### src/common/uart_link_pkg.sv
/*
 * uart string link package
 * serial timing, frame and fifo constants, the fifo entry type
 * and the state encodings shared by the link blocks
 */
package uart_link_pkg;

	// serial timing
	localparam int CLKS_PER_BIT = 16;
	localparam int BIT_CNT_W    = $clog2(CLKS_PER_BIT);

	// baud counter compare points
	localparam logic [BIT_CNT_W-1:0] BIT_LAST = BIT_CNT_W'(CLKS_PER_BIT - 1);
	localparam logic [BIT_CNT_W-1:0] BIT_MID  = BIT_CNT_W'(CLKS_PER_BIT / 2 - 1);

	// frame format, ampersand delimiters
	localparam logic [7:0] FRAME_DELIM = 8'h26;
	localparam int         LEN_W       = 6;

	// payload bytes beyond this are dropped
	localparam logic [LEN_W-1:0] MAX_PAYLOAD = LEN_W'(32);

	// byte fifo geometry
	localparam int FIFO_DEPTH = 64;
	localparam int FIFO_AW    = 6;

	// one stored payload byte, last marks the end of a frame
	typedef struct packed {
		logic [7:0] data;
		logic       last;
	} fifo_entry_t;

	typedef enum logic [1:0] {
		UART_IDLE,
		UART_START,
		UART_DATA,
		UART_STOP
	} uart_state_e;

	typedef enum logic [2:0] {
		DEC_HUNT,
		DEC_OPEN,
		DEC_PAYLOAD,
		DEC_CLOSE,
		DEC_SPILL
	} dec_state_e;

	typedef enum logic [1:0] {
		ENC_IDLE,
		ENC_HEAD,
		ENC_BODY,
		ENC_TAIL
	} enc_state_e;

endpackage

### src/logic/byte_fifo.sv
/*
 * byte fifo
 * ring buffer of payload entries between decoder and encoder
 */
`timescale 1ns/10ps

module byte_fifo (
	input  logic                        sys_clk,
	input  logic                        sys_rst_n,
	input  logic                        wr_en,
	input  uart_link_pkg::fifo_entry_t  wr_entry,
	input  logic                        rd_ready,
	output logic                        full,
	output uart_link_pkg::fifo_entry_t  rd_entry,
	output logic                        rd_valid
);

	uart_link_pkg::fifo_entry_t           mem [uart_link_pkg::FIFO_DEPTH];
	logic [uart_link_pkg::FIFO_AW:0]      wr_ptr;
	logic [uart_link_pkg::FIFO_AW:0]      rd_ptr;
	logic                                 do_wr;
	logic                                 do_rd;

	// extra pointer bit tells full from empty
	assign full = (wr_ptr[uart_link_pkg::FIFO_AW] != rd_ptr[uart_link_pkg::FIFO_AW]) &&
		(wr_ptr[uart_link_pkg::FIFO_AW-1:0] == rd_ptr[uart_link_pkg::FIFO_AW-1:0]);
	assign rd_valid = (wr_ptr != rd_ptr);
	assign rd_entry = mem[rd_ptr[uart_link_pkg::FIFO_AW-1:0]];

	// writes while full are lost
	assign do_wr = wr_en && !full;
	assign do_rd = rd_ready && rd_valid;

	always_ff @(posedge sys_clk) begin
		if (do_wr)
			mem[wr_ptr[uart_link_pkg::FIFO_AW-1:0]] <= wr_entry;
	end

	always_ff @(posedge sys_clk or negedge sys_rst_n) begin
		if (!sys_rst_n) begin
			wr_ptr <= '0;
			rd_ptr <= '0;
		end else begin
			if (do_wr)
				wr_ptr <= wr_ptr + 1'b1;
			if (do_rd)
				rd_ptr <= rd_ptr + 1'b1;
		end
	end

endmodule

### src/logic/frame_decoder.sv
/*
 * frame decoder
 * finds &&payload&& frames in the received byte stream, writes
 * the payload into the fifo and reports each frame's length
 */
`timescale 1ns/10ps

module frame_decoder (
	input  logic                                sys_clk,
	input  logic                                sys_rst_n,
	input  logic [7:0]                          rx_byte,
	input  logic                                rx_vld,
	output logic                                wr_en,
	output uart_link_pkg::fifo_entry_t          wr_entry,
	output logic                                rx_done,
	output logic [uart_link_pkg::LEN_W-1:0]     rx_length
);

	uart_link_pkg::dec_state_e            state;
	logic [7:0]                           pend_byte;
	logic                                 pend_vld;
	logic [7:0]                           spill_byte;
	logic [uart_link_pkg::LEN_W-1:0]      pay_cnt;
	logic                                 is_delim;
	logic                                 acc_req;
	logic [7:0]                           acc_byte;
	logic                                 accept;
	logic                                 frame_end;

	assign is_delim = (rx_byte == uart_link_pkg::FRAME_DELIM);

	// byte offered to the payload this cycle
	always_comb begin
		acc_req  = 1'b0;
		acc_byte = rx_byte;
		case (state)
			uart_link_pkg::DEC_PAYLOAD: acc_req = rx_vld && !is_delim;
			uart_link_pkg::DEC_CLOSE: begin
				// lone ampersand turns out to be payload
				acc_req  = rx_vld && !is_delim;
				acc_byte = uart_link_pkg::FRAME_DELIM;
			end
			uart_link_pkg::DEC_SPILL: begin
				acc_req  = 1'b1;
				acc_byte = spill_byte;
			end
			default: acc_req = 1'b0;
		endcase
	end

	assign accept    = acc_req && (pay_cnt < uart_link_pkg::MAX_PAYLOAD);
	assign frame_end = (state == uart_link_pkg::DEC_CLOSE) && rx_vld && is_delim;

	always_ff @(posedge sys_clk or negedge sys_rst_n) begin
		if (!sys_rst_n)
			state <= uart_link_pkg::DEC_HUNT;
		else begin
			case (state)
				uart_link_pkg::DEC_HUNT:
					if (rx_vld && is_delim)
						state <= uart_link_pkg::DEC_OPEN;
				uart_link_pkg::DEC_OPEN:
					if (rx_vld)
						state <= is_delim ? uart_link_pkg::DEC_PAYLOAD : uart_link_pkg::DEC_HUNT;
				uart_link_pkg::DEC_PAYLOAD:
					if (rx_vld && is_delim)
						state <= uart_link_pkg::DEC_CLOSE;
				uart_link_pkg::DEC_CLOSE:
					if (rx_vld)
						state <= is_delim ? uart_link_pkg::DEC_HUNT : uart_link_pkg::DEC_SPILL;
				default: state <= uart_link_pkg::DEC_PAYLOAD;
			endcase
		end
	end

	// pending byte tracking and payload count
	always_ff @(posedge sys_clk or negedge sys_rst_n) begin
		if (!sys_rst_n) begin
			pend_vld <= 1'b0;
			pay_cnt  <= '0;
		end else if (frame_end) begin
			pend_vld <= 1'b0;
			pay_cnt  <= '0;
		end else if (accept) begin
			pend_vld <= 1'b1;
			pay_cnt  <= pay_cnt + 1'b1;
		end
	end

	always_ff @(posedge sys_clk) begin
		if (accept)
			pend_byte <= acc_byte;
		if (state == uart_link_pkg::DEC_CLOSE && rx_vld && !is_delim)
			spill_byte <= rx_byte;
		if (accept || frame_end) begin
			wr_entry.data <= pend_byte;
			wr_entry.last <= frame_end;
		end
	end

	// pending byte goes out when displaced or when the frame closes
	always_ff @(posedge sys_clk or negedge sys_rst_n) begin
		if (!sys_rst_n) begin
			wr_en     <= 1'b0;
			rx_done   <= 1'b0;
			rx_length <= '0;
		end else begin
			wr_en     <= pend_vld && (accept || frame_end);
			rx_done   <= pend_vld && frame_end;
			rx_length <= (pend_vld && frame_end) ? pay_cnt : '0;
		end
	end

endmodule

### src/logic/frame_encoder.sv
/*
 * frame encoder
 * pops stored payload bytes and sends them wrapped in && .. &&
 * through the uart transmitter
 */
`timescale 1ns/10ps

module frame_encoder (
	input  logic                        sys_clk,
	input  logic                        sys_rst_n,
	input  uart_link_pkg::fifo_entry_t  rd_entry,
	input  logic                        rd_valid,
	input  logic                        tx_done,
	output logic                        rd_ready,
	output logic [7:0]                  tx_data,
	output logic                        tx_req,
	output logic                        tx_busy
);

	uart_link_pkg::enc_state_e  state;
	logic                       delim_cnt;
	logic                       tx_wait;
	logic                       sent_last;
	logic                       pop;

	assign tx_busy  = (state != uart_link_pkg::ENC_IDLE);
	// one entry per byte time, none after the last of the frame
	assign rd_ready = (state == uart_link_pkg::ENC_BODY) && !tx_wait && !sent_last;
	assign pop      = rd_ready && rd_valid;

	always_ff @(posedge sys_clk or negedge sys_rst_n) begin
		if (!sys_rst_n) begin
			state     <= uart_link_pkg::ENC_IDLE;
			delim_cnt <= 1'b0;
			tx_wait   <= 1'b0;
			sent_last <= 1'b0;
			tx_req    <= 1'b0;
		end else begin
			tx_req <= 1'b0;
			if (tx_done)
				tx_wait <= 1'b0;
			case (state)
				uart_link_pkg::ENC_IDLE:
					if (rd_valid) begin
						state     <= uart_link_pkg::ENC_HEAD;
						delim_cnt <= 1'b0;
						tx_req    <= 1'b1;
						tx_wait   <= 1'b1;
					end
				uart_link_pkg::ENC_BODY:
					if (pop) begin
						tx_req    <= 1'b1;
						tx_wait   <= 1'b1;
						sent_last <= rd_entry.last;
					end else if (tx_done && sent_last) begin
						// last payload byte is out, start the closing pair
						sent_last <= 1'b0;
						delim_cnt <= 1'b0;
						state     <= uart_link_pkg::ENC_TAIL;
						tx_req    <= 1'b1;
						tx_wait   <= 1'b1;
					end
				default:
					// head and tail each send two delimiters
					if (tx_done) begin
						if (!delim_cnt) begin
							delim_cnt <= 1'b1;
							tx_req    <= 1'b1;
							tx_wait   <= 1'b1;
						end else begin
							delim_cnt <= 1'b0;
							state     <= (state == uart_link_pkg::ENC_HEAD) ?
								uart_link_pkg::ENC_BODY : uart_link_pkg::ENC_IDLE;
						end
					end
			endcase
		end
	end

	// payload byte on a pop, otherwise the delimiter
	always_ff @(posedge sys_clk) begin
		if (pop)
			tx_data <= rd_entry.data;
		else
			tx_data <= uart_link_pkg::FRAME_DELIM;
	end

endmodule

### src/logic/uart_string_link.sv
/*
 * uart string link top
 * receiver, frame decoder, byte fifo, frame encoder and transmitter
 */
`timescale 1ns/10ps

module uart_string_link (
	input  logic                            sys_clk,
	input  logic                            sys_rst_n,
	input  logic                            uart_rx_port,
	output logic                            uart_tx_port,
	output logic                            rx_done,
	output logic [uart_link_pkg::LEN_W-1:0] rx_length,
	output logic                            tx_busy,
	output logic                            fifo_full
);

	logic [7:0]                  rx_byte;
	logic                        rx_vld;
	logic                        wr_en;
	uart_link_pkg::fifo_entry_t  wr_entry;
	uart_link_pkg::fifo_entry_t  rd_entry;
	logic                        rd_valid;
	logic                        rd_ready;
	logic [7:0]                  tx_data;
	logic                        tx_req;
	logic                        tx_done;

	uart_rx i_uart_rx (
		.sys_clk   (sys_clk),
		.sys_rst_n (sys_rst_n),
		.rx        (uart_rx_port),
		.rx_byte   (rx_byte),
		.rx_vld    (rx_vld)
	);

	frame_decoder i_frame_decoder (
		.sys_clk   (sys_clk),
		.sys_rst_n (sys_rst_n),
		.rx_byte   (rx_byte),
		.rx_vld    (rx_vld),
		.wr_en     (wr_en),
		.wr_entry  (wr_entry),
		.rx_done   (rx_done),
		.rx_length (rx_length)
	);

	byte_fifo i_byte_fifo (
		.sys_clk   (sys_clk),
		.sys_rst_n (sys_rst_n),
		.wr_en     (wr_en),
		.wr_entry  (wr_entry),
		.rd_ready  (rd_ready),
		.full      (fifo_full),
		.rd_entry  (rd_entry),
		.rd_valid  (rd_valid)
	);

	frame_encoder i_frame_encoder (
		.sys_clk   (sys_clk),
		.sys_rst_n (sys_rst_n),
		.rd_entry  (rd_entry),
		.rd_valid  (rd_valid),
		.tx_done   (tx_done),
		.rd_ready  (rd_ready),
		.tx_data   (tx_data),
		.tx_req    (tx_req),
		.tx_busy   (tx_busy)
	);

	uart_tx i_uart_tx (
		.sys_clk   (sys_clk),
		.sys_rst_n (sys_rst_n),
		.tx_data   (tx_data),
		.tx_req    (tx_req),
		.tx        (uart_tx_port),
		.tx_done   (tx_done)
	);

endmodule

### src/uart/uart_rx.sv
/*
 * uart receiver
 * 8N1 serial input sampled at mid-bit, one byte per rx_vld pulse
 */
`timescale 1ns/10ps

module uart_rx (
	input  logic       sys_clk,
	input  logic       sys_rst_n,
	input  logic       rx,
	output logic [7:0] rx_byte,
	output logic       rx_vld
);

	logic [1:0]                           rx_sync;
	logic                                 rx_s;
	uart_link_pkg::uart_state_e           state;
	logic [uart_link_pkg::BIT_CNT_W-1:0]  baud_cnt;
	logic [2:0]                           bit_idx;
	logic [7:0]                           shift_reg;

	assign rx_s    = rx_sync[1];
	assign rx_byte = shift_reg;

	// two-flop synchronizer, idles high like the line
	always_ff @(posedge sys_clk or negedge sys_rst_n) begin
		if (!sys_rst_n)
			rx_sync <= 2'b11;
		else
			rx_sync <= {rx_sync[0], rx};
	end

	always_ff @(posedge sys_clk or negedge sys_rst_n) begin
		if (!sys_rst_n) begin
			state    <= uart_link_pkg::UART_IDLE;
			baud_cnt <= '0;
			bit_idx  <= '0;
			rx_vld   <= 1'b0;
		end else begin
			rx_vld <= 1'b0;
			case (state)
				uart_link_pkg::UART_IDLE: begin
					baud_cnt <= '0;
					bit_idx  <= '0;
					if (!rx_s)
						state <= uart_link_pkg::UART_START;
				end
				uart_link_pkg::UART_START: begin
					// confirm start bit at its middle, else treat as a glitch
					if (baud_cnt == uart_link_pkg::BIT_MID) begin
						baud_cnt <= '0;
						state    <= rx_s ? uart_link_pkg::UART_IDLE : uart_link_pkg::UART_DATA;
					end else
						baud_cnt <= baud_cnt + 1'b1;
				end
				uart_link_pkg::UART_DATA: begin
					if (baud_cnt == uart_link_pkg::BIT_LAST) begin
						baud_cnt <= '0;
						bit_idx  <= bit_idx + 1'b1;
						if (bit_idx == 3'd7)
							state <= uart_link_pkg::UART_STOP;
					end else
						baud_cnt <= baud_cnt + 1'b1;
				end
				uart_link_pkg::UART_STOP: begin
					// bad stop bit drops the byte
					if (baud_cnt == uart_link_pkg::BIT_LAST) begin
						state  <= uart_link_pkg::UART_IDLE;
						rx_vld <= rx_s;
					end else
						baud_cnt <= baud_cnt + 1'b1;
				end
				default: state <= uart_link_pkg::UART_IDLE;
			endcase
		end
	end

	// lsb first
	always_ff @(posedge sys_clk) begin
		if (state == uart_link_pkg::UART_DATA && baud_cnt == uart_link_pkg::BIT_LAST)
			shift_reg <= {rx_s, shift_reg[7:1]};
	end

endmodule

### src/uart/uart_tx.sv
/*
 * uart transmitter
 * sends one 8N1 byte per tx_req, tx_done pulses after the stop bit
 */
`timescale 1ns/10ps

module uart_tx (
	input  logic       sys_clk,
	input  logic       sys_rst_n,
	input  logic [7:0] tx_data,
	input  logic       tx_req,
	output logic       tx,
	output logic       tx_done
);

	uart_link_pkg::uart_state_e           state;
	logic [uart_link_pkg::BIT_CNT_W-1:0]  baud_cnt;
	logic [2:0]                           bit_idx;
	logic [7:0]                           shift_reg;

	always_ff @(posedge sys_clk or negedge sys_rst_n) begin
		if (!sys_rst_n) begin
			state    <= uart_link_pkg::UART_IDLE;
			baud_cnt <= '0;
			bit_idx  <= '0;
			tx       <= 1'b1;
			tx_done  <= 1'b0;
		end else begin
			tx_done <= 1'b0;
			if (state == uart_link_pkg::UART_IDLE) begin
				baud_cnt <= '0;
				bit_idx  <= '0;
				if (tx_req) begin
					state <= uart_link_pkg::UART_START;
					tx    <= 1'b0;
				end
			end else if (baud_cnt != uart_link_pkg::BIT_LAST) begin
				baud_cnt <= baud_cnt + 1'b1;
			end else begin
				// bit boundary
				baud_cnt <= '0;
				case (state)
					uart_link_pkg::UART_START: begin
						state <= uart_link_pkg::UART_DATA;
						tx    <= shift_reg[0];
					end
					uart_link_pkg::UART_DATA: begin
						bit_idx <= bit_idx + 1'b1;
						if (bit_idx == 3'd7) begin
							state <= uart_link_pkg::UART_STOP;
							tx    <= 1'b1;
						end else
							tx <= shift_reg[1];
					end
					default: begin
						state   <= uart_link_pkg::UART_IDLE;
						tx_done <= 1'b1;
					end
				endcase
			end
		end
	end

	// byte latched on request, shifted out lsb first
	always_ff @(posedge sys_clk) begin
		if (state == uart_link_pkg::UART_IDLE && tx_req)
			shift_reg <= tx_data;
		else if (state == uart_link_pkg::UART_DATA && baud_cnt == uart_link_pkg::BIT_LAST)
			shift_reg <= {1'b0, shift_reg[7:1]};
	end

endmodule

### config.mk
export PLATFORM = sky130hd
export DESIGN_NAME = uart_string_link
export DESIGN_NICKNAME = d
export VERILOG_FILES = /design/src/common/uart_link_pkg.sv /design/src/logic/byte_fifo.sv /design/src/logic/frame_decoder.sv /design/src/logic/frame_encoder.sv /design/src/logic/uart_string_link.sv /design/src/uart/uart_rx.sv /design/src/uart/uart_tx.sv
export SDC_FILE = /design/constraint.sdc
export NUM_CORES = 1
export LEC_CHECK = 0
export BUFFER_PORTS_ARGS = -buffer_cell sky130_fd_sc_hd__clkbuf_2
export CAP_MARGIN = 20
export CORE_UTILIZATION = 45
export CTS_CLUSTER_DIAMETER = 40
export DETAILED_ROUTE_END_ITERATION = 6
export HOLD_SLACK_MARGIN = 0.08
export SLEW_MARGIN = 20
export SYNTH_ARGS = -nofsm -noshare
export SYNTH_HDL_FRONTEND = slang
export SYNTH_HIERARCHICAL = 1
export SYNTH_SLANG_ARGS = --single-unit
### constraint.sdc
create_clock -name sys_clk -period 3 [get_ports sys_clk]
set_input_delay 0.3 -clock sys_clk [delete_from_list [all_inputs] [get_ports sys_clk]]
set_output_delay 0.3 -clock sys_clk [all_outputs]
set_load 0.02 [all_outputs]
### Word level (Yosys, flattened, before mapping)

Memory sizes are Yosys's and may differ from the RTL's.
Cells that the tools add are included.

* register bits: 110
* latch bits: 0
* RAM bits: 576
* memory bits (read-only): 0
* input port bits: 3
* output and inout port bits: 10
* memories kept: 1

* add/sub/neg operators: 7
* $mul: 0
* divide/modulo/power cells: 0
* $lt $le $gt $ge: 1
* equality and inequality tests: 37
* shift-type cells: 0
* mux-type cells: 77
* bitwise operators: 0
* reduce and logical (&&, ||, !) cells: 46

Memory list
* i_byte_fifo.mem: depth 64, bits a word 9, read ports 1, clocked after memory_dff 0, write ports 1, RTL line byte_fifo.sv:18 `uart_link_pkg::fifo_entry_t mem [uart_link_pkg::FIFO_DEPTH];`

Operator list (number)
* 2-bit two-way mux: 17
* 1-bit two-way mux: 29
* 3-bit two-way mux: 9
* 4-bit two-way mux: 5
* 6-bit two-way mux: 3
* 1-bit logical AND: 17
* 8-bit two-way mux: 2
* 2-bit != test, second input constant: 8
* 4-bit case mux with 4 select lines: 1
* 8-bit case mux with 2 select lines: 1
* 7-bit by 1-bit adder with 7-bit output, second input constant: 2
* 2-bit by 1-bit != test with 1-bit output, second input constant: 7
* 3-bit case mux with 4 select lines: 1
* 2-bit nonzero test: 6
* 1-bit case mux with 2 select lines: 5
* 5-bit AND reduction: 2
* 3-bit equality test, second input constant: 3
* 3-bit nonzero test: 3
* 4-bit by 1-bit adder with 4-bit output, second input constant: 2
* 2-bit equality test, second input constant: 4
* 4-bit equality test, second input constant: 2
* 8-bit by 6-bit equality test with 1-bit output, second input constant: 1
* 2-bit case mux with 2 select lines: 2
* 2-bit case mux with 4 select lines: 1
* 21 further kinds: 35

### Depth between registers and ports, before layout

Gate-level depths: netlist of run 1.

* depth in word-level cells: 7
* mapped depth: 10

### Hierarchy

Netlist of run 1, hierarchy kept.

Modules (own cells, without submodules)
* byte_fifo: instances 1, cells an instance 1149, area each 23351.1 um^2
* frame_decoder: instances 1, cells an instance 131, area each 1761.7 um^2
* uart_tx: instances 1, cells an instance 74, area each 917.1 um^2
* uart_rx: instances 1, cells an instance 68, area each 903.4 um^2
* frame_encoder: instances 1, cells an instance 55, area each 605.6 um^2

### Worst setup path before layout of run 1

OpenSTA, ideal clock, no wires.

* kind: register to register
* start: reg i_byte_fifo/wr_ptr[0] (netlist name)
* end: mem i_byte_fifo/mem[26][0] (netlist name) (enable)
* library setup time: 374 ps
* arrival: 2111 ps
* setup slack: 515 ps
* cell stages (with the launch flop): 8
* path buffers: 2
* path through: dfrtp_1 -> buf_4 -> xor2_1 -> or2_2 -> o31ai_4 -> or4b_1 -> buf_4 -> nor2_1

* word-level cells in the longest chain between the ends: 6

Ends and longest elaborated chain
* start: declaration: RTL line byte_fifo.sv:19 `logic [uart_link_pkg::FIFO_AW:0] wr_ptr;`
* start signal: assignment: RTL line byte_fifo.sv:45 `wr_ptr <= wr_ptr + 1'b1;`
* 6-bit equality test: RTL line byte_fifo.sv:26 `(wr_ptr[uart_link_pkg::FIFO_AW-1:0] == rd_ptr[uart_link_pkg::FIFO_AW-1:0]);`
* 1-bit logical AND: RTL line byte_fifo.sv:25 `assign full = (wr_ptr[uart_link_pkg::FIFO_AW] != rd_ptr[uart_link_pkg::FIFO_AW]) &&`
* 1-bit logical NOT: RTL line byte_fifo.sv:31 `assign do_wr = wr_en && !full;`
* 1-bit logical AND: RTL line byte_fifo.sv:31
* 1-bit two-way mux: RTL line byte_fifo.sv:35 `if (do_wr)`
* 1-bit two-way mux (implied by the code): RTL line byte_fifo.sv:36 `mem[wr_ptr[uart_link_pkg::FIFO_AW-1:0]] <= wr_entry;`
* end: declaration: RTL line byte_fifo.sv:18

Parallel ways exist; a longest one is shown, timed or not.

### Worst setup path after layout of run 1

* start: reg i_byte_fifo/rd_ptr[1] (netlist name)
* end: out fifo_full

* word-level cells in the longest chain between the ends: 2

Ends and longest elaborated chain
* start: declaration: RTL line byte_fifo.sv:20 `logic [uart_link_pkg::FIFO_AW:0] rd_ptr;`
* start signal: assignment: RTL line byte_fifo.sv:47 `rd_ptr <= rd_ptr + 1'b1;`
* 6-bit equality test: RTL line byte_fifo.sv:26
* 1-bit logical AND: RTL line byte_fifo.sv:25
* end: declaration: RTL line uart_string_link.sv:15 `output logic fifo_full`

No other way between the ends.

==> reports/summary.log, run 1 <==
INFO  floorplan      core-area=60400um^2
INFO  cts            clock_tree.root_cell=sky130_fd_sc_hd__clkbuf_16
INFO  sta            period_minus_slack=2910ps
INFO  cts            clock_latency=650ps
INFO  power          post_layout_power=21.8mW
INFO  sta            whs=265ps
INFO  job            maxCapViolations=0
INFO  power          cellPowerDensity=679nW/um^2
INFO  setup_path     register_to_register_setup_slack=100ps
INFO  power          power_frac_seq=47.9%
INFO  detailed_routing drt_iter0_markers=1216
INFO  sta            final_hold_viol_count=0
INFO  detailed_routing detail_route.wirelength=60.4mm
INFO  floorplan      starting_utilization_of_the_core_area=45.6%
INFO  synth          syn-instance-count=1477
INFO  setup_path     setup.worst_path.start_class=flop
INFO  placed_design  detail_placement_hpwl=36.1mm
INFO  floorplan      std_cell_rows=90
INFO  synth          synth_cell_types=85
INFO  global_routing globalRoute.totalOverflow=0
INFO  cts            cts_made_buffers=96
INFO  setup_path     crit_path_end_kind=output port
INFO  power          power.internal=17.1mW
INFO  detailed_routing ant_nets=0
INFO  layout         layout-area-overhead-vs-synth=16.7%
INFO  global_routing antenna_found_initial=1
INFO  sta            final_max_slew_viol_count=0
INFO  cts            ctsLongestPathBuffers=3
INFO  layout         finalNetCount=1608
INFO  layout         drive_above_1_share=28.6%
INFO  synth          synth_fa_ha_area_share=0.636%
INFO  detailed_routing post_drt_wl_per_cell=24.6um
INFO  cts            cts_setup_buffers=0
INFO  detailed_routing drc=0
INFO  sta            max-slew-margin-rel=32.4%
INFO  global_routing grt_pass1_wl=92.2mm
INFO  power          clkPwrFrac=50.6%
INFO  synth          synthSimpleGateAreaFrac=6.01%
INFO  global_routing grt_max_degree=101
INFO  synth          ys.warnings.count=6
INFO  sta            final_skew=27.2ps
INFO  floorplan      pin_count=13
INFO  setup_path     timing.critical_path.arrival=2610ps
INFO  setup_path     crit_path_top_delay_cell=sky130_fd_sc_hd__or4_4
INFO  synth          seq_total_area_yosys=73.4%
INFO  layout         largest_register_ffs=576
INFO  sta            setup_tns=0ps
INFO  detailed_routing vias_per_cell=5.71
INFO  synth          synth_largest_area_cell=sky130_fd_sc_hd__edfxtp_1
INFO  synth          synth_top_family_by_area=multiplexers
INFO  power          comb_power_share=1.6%
INFO  power          vdd_ir_drop_max=0.461mV
INFO  placed_design  placement.io_buffers=12
INFO  status         run_status=finished clean
INFO  global_routing number_of_global_route_vias_before_repair=14400
INFO  floorplan      die_h=249um
INFO  setup_path     critical_path.cell_chain=xor2_1 > or4_4 > buf_4 > nor3_1 > buf_4 > clkbuf_2
INFO  detailed_routing routed-via-count=14000
INFO  setup_path     reg2regPathDepth=6
INFO  synth          synth_top_area_share=67.3%
INFO  sta            worst_slew_pin_slew=1010ps
INFO  cts            cts_tree=built
INFO  setup_path     r2r-end=i_byte_fifo/mem[29][2]$_DFFE_PP_
INFO  sta            rsz0062_at_grt=no
INFO  synth          synthTopCellsByArea=sky130_fd_sc_hd__edfxtp_1 67%, sky130_fd_sc_hd__mux4_2 10%, sky130_fd_sc_hd__dfrtp_1 5.3%
INFO  cts            worst_setup_hold_path_clk_slew=60ps
INFO  setup_path     timing.critical_path.slowest_cell_delay=570ps
INFO  synth          synth_nets=1494
INFO  synth          ys_dominant_reg_cell=sky130_fd_sc_hd__edfxtp_1
INFO  setup_path     critPathMostFrequentCell=sky130_fd_sc_hd__buf_4
INFO  synth          async_reset_ff_share=8.89%
INFO  detailed_routing first_pass_iteration_count_of_the_detailed_router=7
INFO  cts            ctsHtreeMaxLevel=3
INFO  setup_path     worstSetupPathType=reg -> out
INFO  synth          ys_ff_latch=686
INFO  floorplan      die_area=62200um^2
INFO  global_routing grt.total_usage=19.9%
INFO  synth          synth.avg_cell_area=18.6um^2
INFO  setup_path     crit-reg2reg-launch=i_byte_fifo/rd_ptr[1]$_DFFE_PN0P_
INFO  layout         diodes=0
INFO  sta            final_min_period_over_clock_period=96.9%
INFO  min_path       hp-class=in -> async
INFO  sta            fmax=344MHz
INFO  cts            cts.sinks=686
INFO  power          static-leakage-power=10.3nW
INFO  synth          synth_compound_gate_area_share=4.36%
INFO  floorplan      floorplan.die.width=249um
INFO  synth          netlist_area_before_placement=27500um^2
INFO  synth          synth.mux.area_fraction=13.0%
INFO  synth          synth-edff-count=617
INFO  sta            report.final.setup_viol=0
INFO  placed_design  routabilityCongestion=0.831
INFO  setup_path     worstPathMaxFanout=3
INFO  power          swShare=21.9%
INFO  synth          synth_xor_xnor_area_share=0.700%
INFO  power          net-switching-power=4.78mW
INFO  setup_path     timing.critical_path.required=2700ps
[worst max-delay path, delay by kind of cell, from the launching register on]
family	cells	cell delay (ps)
and+or+nand+nor	2	770
xor gates and xnor gates	1	180
DFF	1	490
buffers and inverters	3	510
[through the flow]
step / cell area [um^2] / instances / setup slack, ps / util, %
detailed placement: 28900 / 2273 / 46.6 / 47.8
global route: 32100 / 2455 / 3.57 / 53.2
finish: 32100 / 2455 / 93.9 / 53.2
CTS: 32100 / 2455 / 21.3 / 53.2
global placement: 28900 / 2273 / 51.1 / 47.8
floorplan: 27500 / 1477 / 515 / -
[synth_stat cells (5+ instances only)]
| master | n |
|---|---|
| sky130_fd_sc_hd__edfxtp_1 | 617 |
| sky130_fd_sc_hd__mux4_2 | 123 |
| sky130_fd_sc_hd__nor2_1 | 89 |
| sky130_fd_sc_hd__dfrtp_1 | 58 |
| sky130_fd_sc_hd__mux2_2 | 44 |
| sky130_fd_sc_hd__nand2_1 | 42 |
| sky130_fd_sc_hd__a21oi_1 | 34 |
| sky130_fd_sc_hd__a211oi_1 | 32 |
| sky130_fd_sc_hd__nor2b_1 | 32 |
| sky130_fd_sc_hd__o22ai_1 | 29 |
| sky130_fd_sc_hd__mux2i_1 | 28 |
| sky130_fd_sc_hd__clkbuf_1 | 24 |
| sky130_fd_sc_hd__buf_2 | 23 |
| sky130_fd_sc_hd__nand3_1 | 21 |
| sky130_fd_sc_hd__nor3_1 | 19 |
| sky130_fd_sc_hd__inv_1 | 18 |
| sky130_fd_sc_hd__a22oi_1 | 16 |
| sky130_fd_sc_hd__buf_4 | 16 |
| sky130_fd_sc_hd__ha_1 | 14 |
| sky130_fd_sc_hd__a22o_1 | 13 |
| sky130_fd_sc_hd__xor2_1 | 13 |
| sky130_fd_sc_hd__nand2b_1 | 12 |
| sky130_fd_sc_hd__and3_1 | 11 |
| sky130_fd_sc_hd__o21ai_0 | 10 |
| sky130_fd_sc_hd__buf_6 | 9 |
| sky130_fd_sc_hd__or3_1 | 9 |
| sky130_fd_sc_hd__xnor2_1 | 9 |
| sky130_fd_sc_hd__dfxtp_1 | 8 |
| sky130_fd_sc_hd__buf_1 | 6 |
| sky130_fd_sc_hd__nand3b_1 | 5 |
| sky130_fd_sc_hd__nand4_1 | 5 |
| sky130_fd_sc_hd__nor4_1 | 5 |
[worst max path at each step]
stage	startpoint	to	cells after the start
finish	i_byte_fifo/rd_ptr[1]$_DFFE_PN0P_	fifo_full	6
global route	i_byte_fifo/rd_ptr[2]$_DFFE_PN0P_	i_byte_fifo/mem[29][2]$_DFFE_PP_	6
CTS	i_byte_fifo/rd_ptr[0]$_DFFE_PN0P_	i_byte_fifo/mem[21][8]$_DFFE_PP_	6
detailed placement	i_byte_fifo/rd_ptr[1]$_DFFE_PN0P_	i_byte_fifo/mem[57][3]$_DFFE_PP_	6
global placement	i_byte_fifo/rd_ptr[0]$_DFFE_PN0P_	i_byte_fifo/mem[57][3]$_DFFE_PP_	6
floorplan	i_byte_fifo/wr_ptr[0]$_DFFE_PN0P_	i_byte_fifo/mem[26][0]$_DFFE_PP_	7
[cell families (layout without fill, tap and decap cells)]
| kind of cell | count (synthesis) | in the layout |
|---|---|---|
| compound gates | 169 | 169 |
| simple gates | 291 | 291 |
| flops | 686 | 686 |
| fa+ha+maj | 14 | 14 |
| mux | 197 | 197 |
| buf+inv | 98 | 294 |
| xor+xnor | 22 | 22 |
[placed cells by master (no fill, tap or decap), drive strengths merged, types with 12 or more instances in the layout]
master	netlist	routed
a22o	13	13
dfrtp	58	58
clkbuf	25	117
xor2	13	13
a211oi	32	32
clkinv	0	32
ha	14	14
a22oi	16	16
and3	12	12
mux4	123	123
nor2	89	89
edfxtp	617	617
nor3	19	19
clkinvlp	0	19
buf	54	82
a21oi	34	34
o21ai	13	13
nand3	25	25
mux2i	28	28
nand2	43	43
nand2b	12	12
inv	19	37
o22ai	29	29
mux2	46	46
nor2b	32	32
[layer usage]
| metal | vias up | global-route usage, % | share of wire [%] |
|---|---|---|---|
| met5 | - | 0 | 0 |
| met4 | 0 | 5.68 | 2.0 |
| met3 | 83 | 3.62 | 5.6 |
| met2 | 366 | 31.7 | 48 |
| met1 | 7335 | 28.2 | 44 |
| li1 | 6227 | - | - |
[power groups by stage]
| stage | Combinational, mW | Sequential (mW) | Clock (mW) |
|---|---|---|---|
| after floorplan | 0.334 | 10.6 | 0 |
| after global placement | 0.320 | 10.6 | 0 |
| after detailed placement | 0.342 | 10.6 | 0 |
| after CTS | 0.349 | 10.4 | 11.3 |
| after global routing | 0.399 | 10.5 | 11.6 |
| final | 0.343 | 10.5 | 11.0 |
[final cells by class]
| class | count | area [um^2] |
|---|---|---|
| timing repair buffer | 95 | 813 |
| tap | 782 | 978 |
| sequential | 686 | 20200 |
| inverter | 19 | 71.3 |
| multi-input combinational | 693 | 6820 |
| clock buffer | 106 | 2460 |
| fill | 4725 | 28200 |
| clock inverter | 74 | 767 |
[repair_timing]
item                                   CTS  global route
hold buffers                             2             0
setup endpoints to repair                0            81
gates resized for setup                  0             9
endpoints found under the hold margin   24             0
(Power assumes the default switching activity.)
==> run 2: changes to the inputs <==
--- a/config.mk
+++ b/config.mk
@@ -7,10 +7,12 @@
 export LEC_CHECK = 0
 export BUFFER_PORTS_ARGS = -buffer_cell sky130_fd_sc_hd__clkbuf_2
 export CAP_MARGIN = 20
+export CORE_ASPECT_RATIO = 0.7
 export CORE_UTILIZATION = 45
 export CTS_CLUSTER_DIAMETER = 40
 export DETAILED_ROUTE_END_ITERATION = 6
 export HOLD_SLACK_MARGIN = 0.08
+export PLACE_DENSITY = 0.66
 export SLEW_MARGIN = 20
 export SYNTH_ARGS = -nofsm -noshare
 export SYNTH_HDL_FRONTEND = slang
==> run 2 against run 1 <==
  * Clock power is 22% lower
  * Critical endpoint unchanged
  * Sequential share of layout area grew 1.2 points
  * Die area hardly changed
  * Clock skew is 7.3 ps lower
  * Fmax up 7.1%
  * Register-to-register slack gained 210 ps
==> reports/summary.log, run 2 (synthesized netlist as in run 1, its figures left out) <==
INFO  status         run_status=finished clean [unchanged]
INFO  floorplan      starting_utilization_of_the_core_area=45.8% [was 45.6%]
INFO  global_routing grt_max_degree=65 [was 101]
INFO  setup_path     worstPathMaxFanout=17 [was 3]
INFO  sta            max-slew-margin-rel=29.6% [was 32.4%]
INFO  power          cellPowerDensity=615nW/um^2 [was 679 nW/um^2]
INFO  sta            final_skew=19.9ps [was 27.2 ps]
INFO  layout         post-route-util=52.4% [was 53.2%]
INFO  power          static-leakage-power=10.2nW [was 10.3 nW]
INFO  detailed_routing first_pass_iteration_count_of_the_detailed_router=5 [was 7]
INFO  sta            final_min_period_over_clock_period=90.5% [was 96.9%]
INFO  cts            worst_setup_hold_path_clk_slew=60ps [about the same]
INFO  global_routing number_of_global_route_vias_before_repair=14200 [was 14400]
INFO  sta            worst_slew_pin_slew=1050ps [was 1010 ps]
INFO  global_routing grt.total_usage=20.1% [was 19.9%]
INFO  setup_path     timing.critical_path.required=2700ps [about the same]
INFO  min_path       hp-class=in -> async [unchanged]
INFO  sta            final_max_slew_viol_count=0 [unchanged]
INFO  placed_design  placement.io_buffers=12 [unchanged]
INFO  floorplan      floorplan.die.width=298um [was 249 um]
INFO  detailed_routing vias_per_cell=5.86 [was 5.71]
INFO  layout         finalNetCount=1632 [was 1608]
INFO  power          vdd_ir_drop_max=0.414mV [was 0.461 mV]
INFO  cts            cts_tree=built [unchanged]
INFO  cts            cts.sinks=686 [unchanged]
INFO  setup_path     setup.worst_path.start_class=flop [unchanged]
INFO  global_routing gr-usage-met2=27.9% [was 31.7%]
INFO  power          comb_power_share=1.8% [was 1.6%]
INFO  floorplan      pin_count=13 [unchanged]
INFO  global_routing gr-max-usage-layer=met1 [was met2]
INFO  floorplan      die_h=209um [was 249 um]
INFO  placed_design  detail_placement_hpwl=38.5mm [was 36.1 mm]
INFO  cts            ctsHtreeMaxLevel=3 [unchanged]
INFO  detailed_routing drc=0 [unchanged]
INFO  sta            setup_tns=0ps [unchanged]
INFO  power          power.internal=15.5mW [was 17.1 mW]
INFO  job            maxCapViolations=0 [unchanged]
INFO  layout         layout_common_cells=617 x sky130_fd_sc_hd__edfxtp_1, 125 x sky130_fd_sc_hd__buf_4, 123 x sky130_fd_sc_hd__mux4_2, 89 x sky130_fd_sc_hd__nor2_1, 70 x sky130_fd_sc_hd__clkbuf_16 [was 617 x sky130_fd_sc_hd__edfxtp_1, 123 x sky130_fd_sc_hd__mux4_2, 97 x sky130_fd_sc_hd__clkbuf_16, 80 x sky130_fd_sc_hd__nor2_1, 71 x sky130_fd_sc_hd__buf_4]
INFO  global_routing gr-usage-met3=3.87% [was 3.62%]
INFO  floorplan      std_cell_rows=75 [was 90]
INFO  global_routing grt_pass1_wl=92.3mm [was 92.2 mm]
INFO  sta            fin_ws=286ps [was 93.9 ps]
INFO  cts            ctsLongestPathBuffers=3 [unchanged]
INFO  global_routing antenna_found_initial=3 [was 1]
INFO  sta            rsz0062_at_grt=no [unchanged]
INFO  power          swShare=20.1% [was 21.9%]
INFO  setup_path     crit_path_end_kind=output port [unchanged]
INFO  layout         drive_above_1_share=27.4% [was 28.6%]
INFO  placed_design  routabilityCongestion=0.894 [was 0.831]
INFO  sta            report.final.setup_viol=0 [unchanged]
INFO  power          power_frac_seq=53.9% [was 47.9%]
INFO  global_routing globalRoute.totalOverflow=0 [unchanged]
INFO  sta            final_hold_viol_count=0 [unchanged]
INFO  floorplan      die_area=62200um^2 [about the same]
INFO  floorplan      core-area=60200um^2 [was 60400 um^2]
INFO  setup_path     worstSetupPathType=reg -> out [unchanged]
INFO  power          net-switching-power=3.89mW [was 4.78 mW]
INFO  sta            fmax=368MHz [was 344 MHz]
INFO  layout         final_common_cell=sky130_fd_sc_hd__edfxtp_1 [unchanged]
INFO  detailed_routing routed-via-count=14500 [was 14000]
INFO  detailed_routing post_drt_wl_per_cell=24.9um [was 24.6 um]
INFO  sta            period_minus_slack=2710ps [was 2910 ps]
INFO  global_routing met1_usage=32.3% [was 28.2%]
INFO  setup_path     timing.critical_path.arrival=2410ps [was 2610 ps]
INFO  cts            clock_tree.root_cell=sky130_fd_sc_hd__clkbuf_16 [unchanged]
INFO  layout         layout-area-overhead-vs-synth=14.5% [was 16.7%]
INFO  placed_design  setup_ws_pre_cts=354ps [was 46.6 ps]
INFO  detailed_routing detail_route.wirelength=61.7mm [was 60.4 mm]
INFO  cts            clock_latency=600ps [was 650 ps]
INFO  power          clkPwrFrac=44.3% [was 50.6%]
INFO  detailed_routing drt_iter0_markers=1975 [was 1216]
INFO  detailed_routing ant_nets=0 [unchanged]
INFO  layout         largest_register_ffs=576 [unchanged]
INFO  cts            cts_made_buffers=68 [was 96]
[run 2: cell count changes in the layout (fill, tap and decap cells not counted), moves of 5 or more]
| cell | before | now |
|---|---|---|
| sky130_fd_sc_hd__clkinv_4 | 10 | 2 |
| sky130_fd_sc_hd__clkinv_1 | 4 | 10 |
| sky130_fd_sc_hd__buf_4 | 71 | 125 |
| sky130_fd_sc_hd__nor2_2 | 9 | 0 |
| sky130_fd_sc_hd__clkbuf_16 | 97 | 70 |
| sky130_fd_sc_hd__inv_8 | 7 | 2 |
| sky130_fd_sc_hd__clkinvlp_4 | 19 | 0 |
| sky130_fd_sc_hd__nor2_1 | 80 | 89 |
[run 2: power groups by stage]
| stage | combinational, mW | clock (mW) | sequential, mW |
|---|---|---|---|
| final | 0.341 | 8.59 | 10.4 |
| after global placement | 0.317 | 0 | 10.6 |
| after detailed placement | 0.341 | 0 | 10.6 |
| after floorplan | 0.334 | 0 | 10.6 |
| after CTS | 0.345 | 8.75 | 10.4 |
| after global routing | 0.390 | 9.10 | 10.4 |
[run 2: timing repair]
item | in CTS | in global routing
gates resized for setup | 0 | 0
hold endpoints to repair | 22 | 0
hold buffers | 2 | 0
setup buffers | 0 | 0
endpoints found under the setup margin | 0 | 0
[run 2: metal layers]
metal / vias up / wire length, um
li1: 6248 / -
met1: 7564 / 28800
met2: 610 / 26500
met3: 90 / 5280
met4: 0 / 1140
met5: - / 0
[run 2: area by class of cell]
| class | count | area, um^2 |
|---|---|---|
| multi-input cells | 693 | 6800 |
| clock buffers | 83 | 1820 |
| fillers | 4692 | 28600 |
| inverters | 19 | 71.3 |
| flip-flops and latches | 686 | 20200 |
| repair buffers | 147 | 1180 |
| clock inverters | 39 | 419 |
| well taps | 808 | 1010 |
| diodes | 1 | 2.50 |
[run 2: path summary, 6_finish.rpt]
kind	startpoint	endpoint	slack (ps)	cells after the start
setup reg to reg	i_byte_fifo/rd_ptr[1]$_DFFE_PN0P_	i_frame_encoder/tx_data[3]$_SDFF_PP0_	310	8
hold reg to reg	i_uart_rx/rx_sync[0]$_DFF_PN1_	i_uart_rx/rx_sync[1]$_DFF_PN1_	360	0
hold / removal	sys_rst_n	i_uart_rx/state[0]$_DFFE_PN0P_	230	2
max in group asynchronous	sys_rst_n	i_byte_fifo/rd_ptr[1]$_DFFE_PN0P_	1770	3
min in group sys_clk	uart_rx_port	i_uart_rx/rx_sync[0]$_DFF_PN1_	350	2
setup / recovery	i_byte_fifo/rd_ptr[2]$_DFFE_PN0P_	fifo_full	290	5
[run 2: critical path, stage by stage, from the launching register on]
cell	delay (ps)
sky130_fd_sc_hd__dfrtp_4	600
sky130_fd_sc_hd__xor2_1	200
sky130_fd_sc_hd__or2_2	360
sky130_fd_sc_hd__buf_4	160
sky130_fd_sc_hd__nor3_1	280
sky130_fd_sc_hd__clkbuf_2	230
[run 2: stage by stage]
stage / total power [mW] / hold slack (ps) / cells / cell area, um^2
6_report: 19.4 / 231 / 2476 / 31500
5_1_grt: 19.9 / 288 / 2475 / 31500
3_5_place_dp: 11.0 / 309 / 2351 / 29300
4_1_cts: 19.5 / 219 / 2475 / 31500
3_3_place_gp: 11.0 / 305 / 2351 / 29300
2_1_floorplan: 10.9 / 4.41 / 1477 / 27500
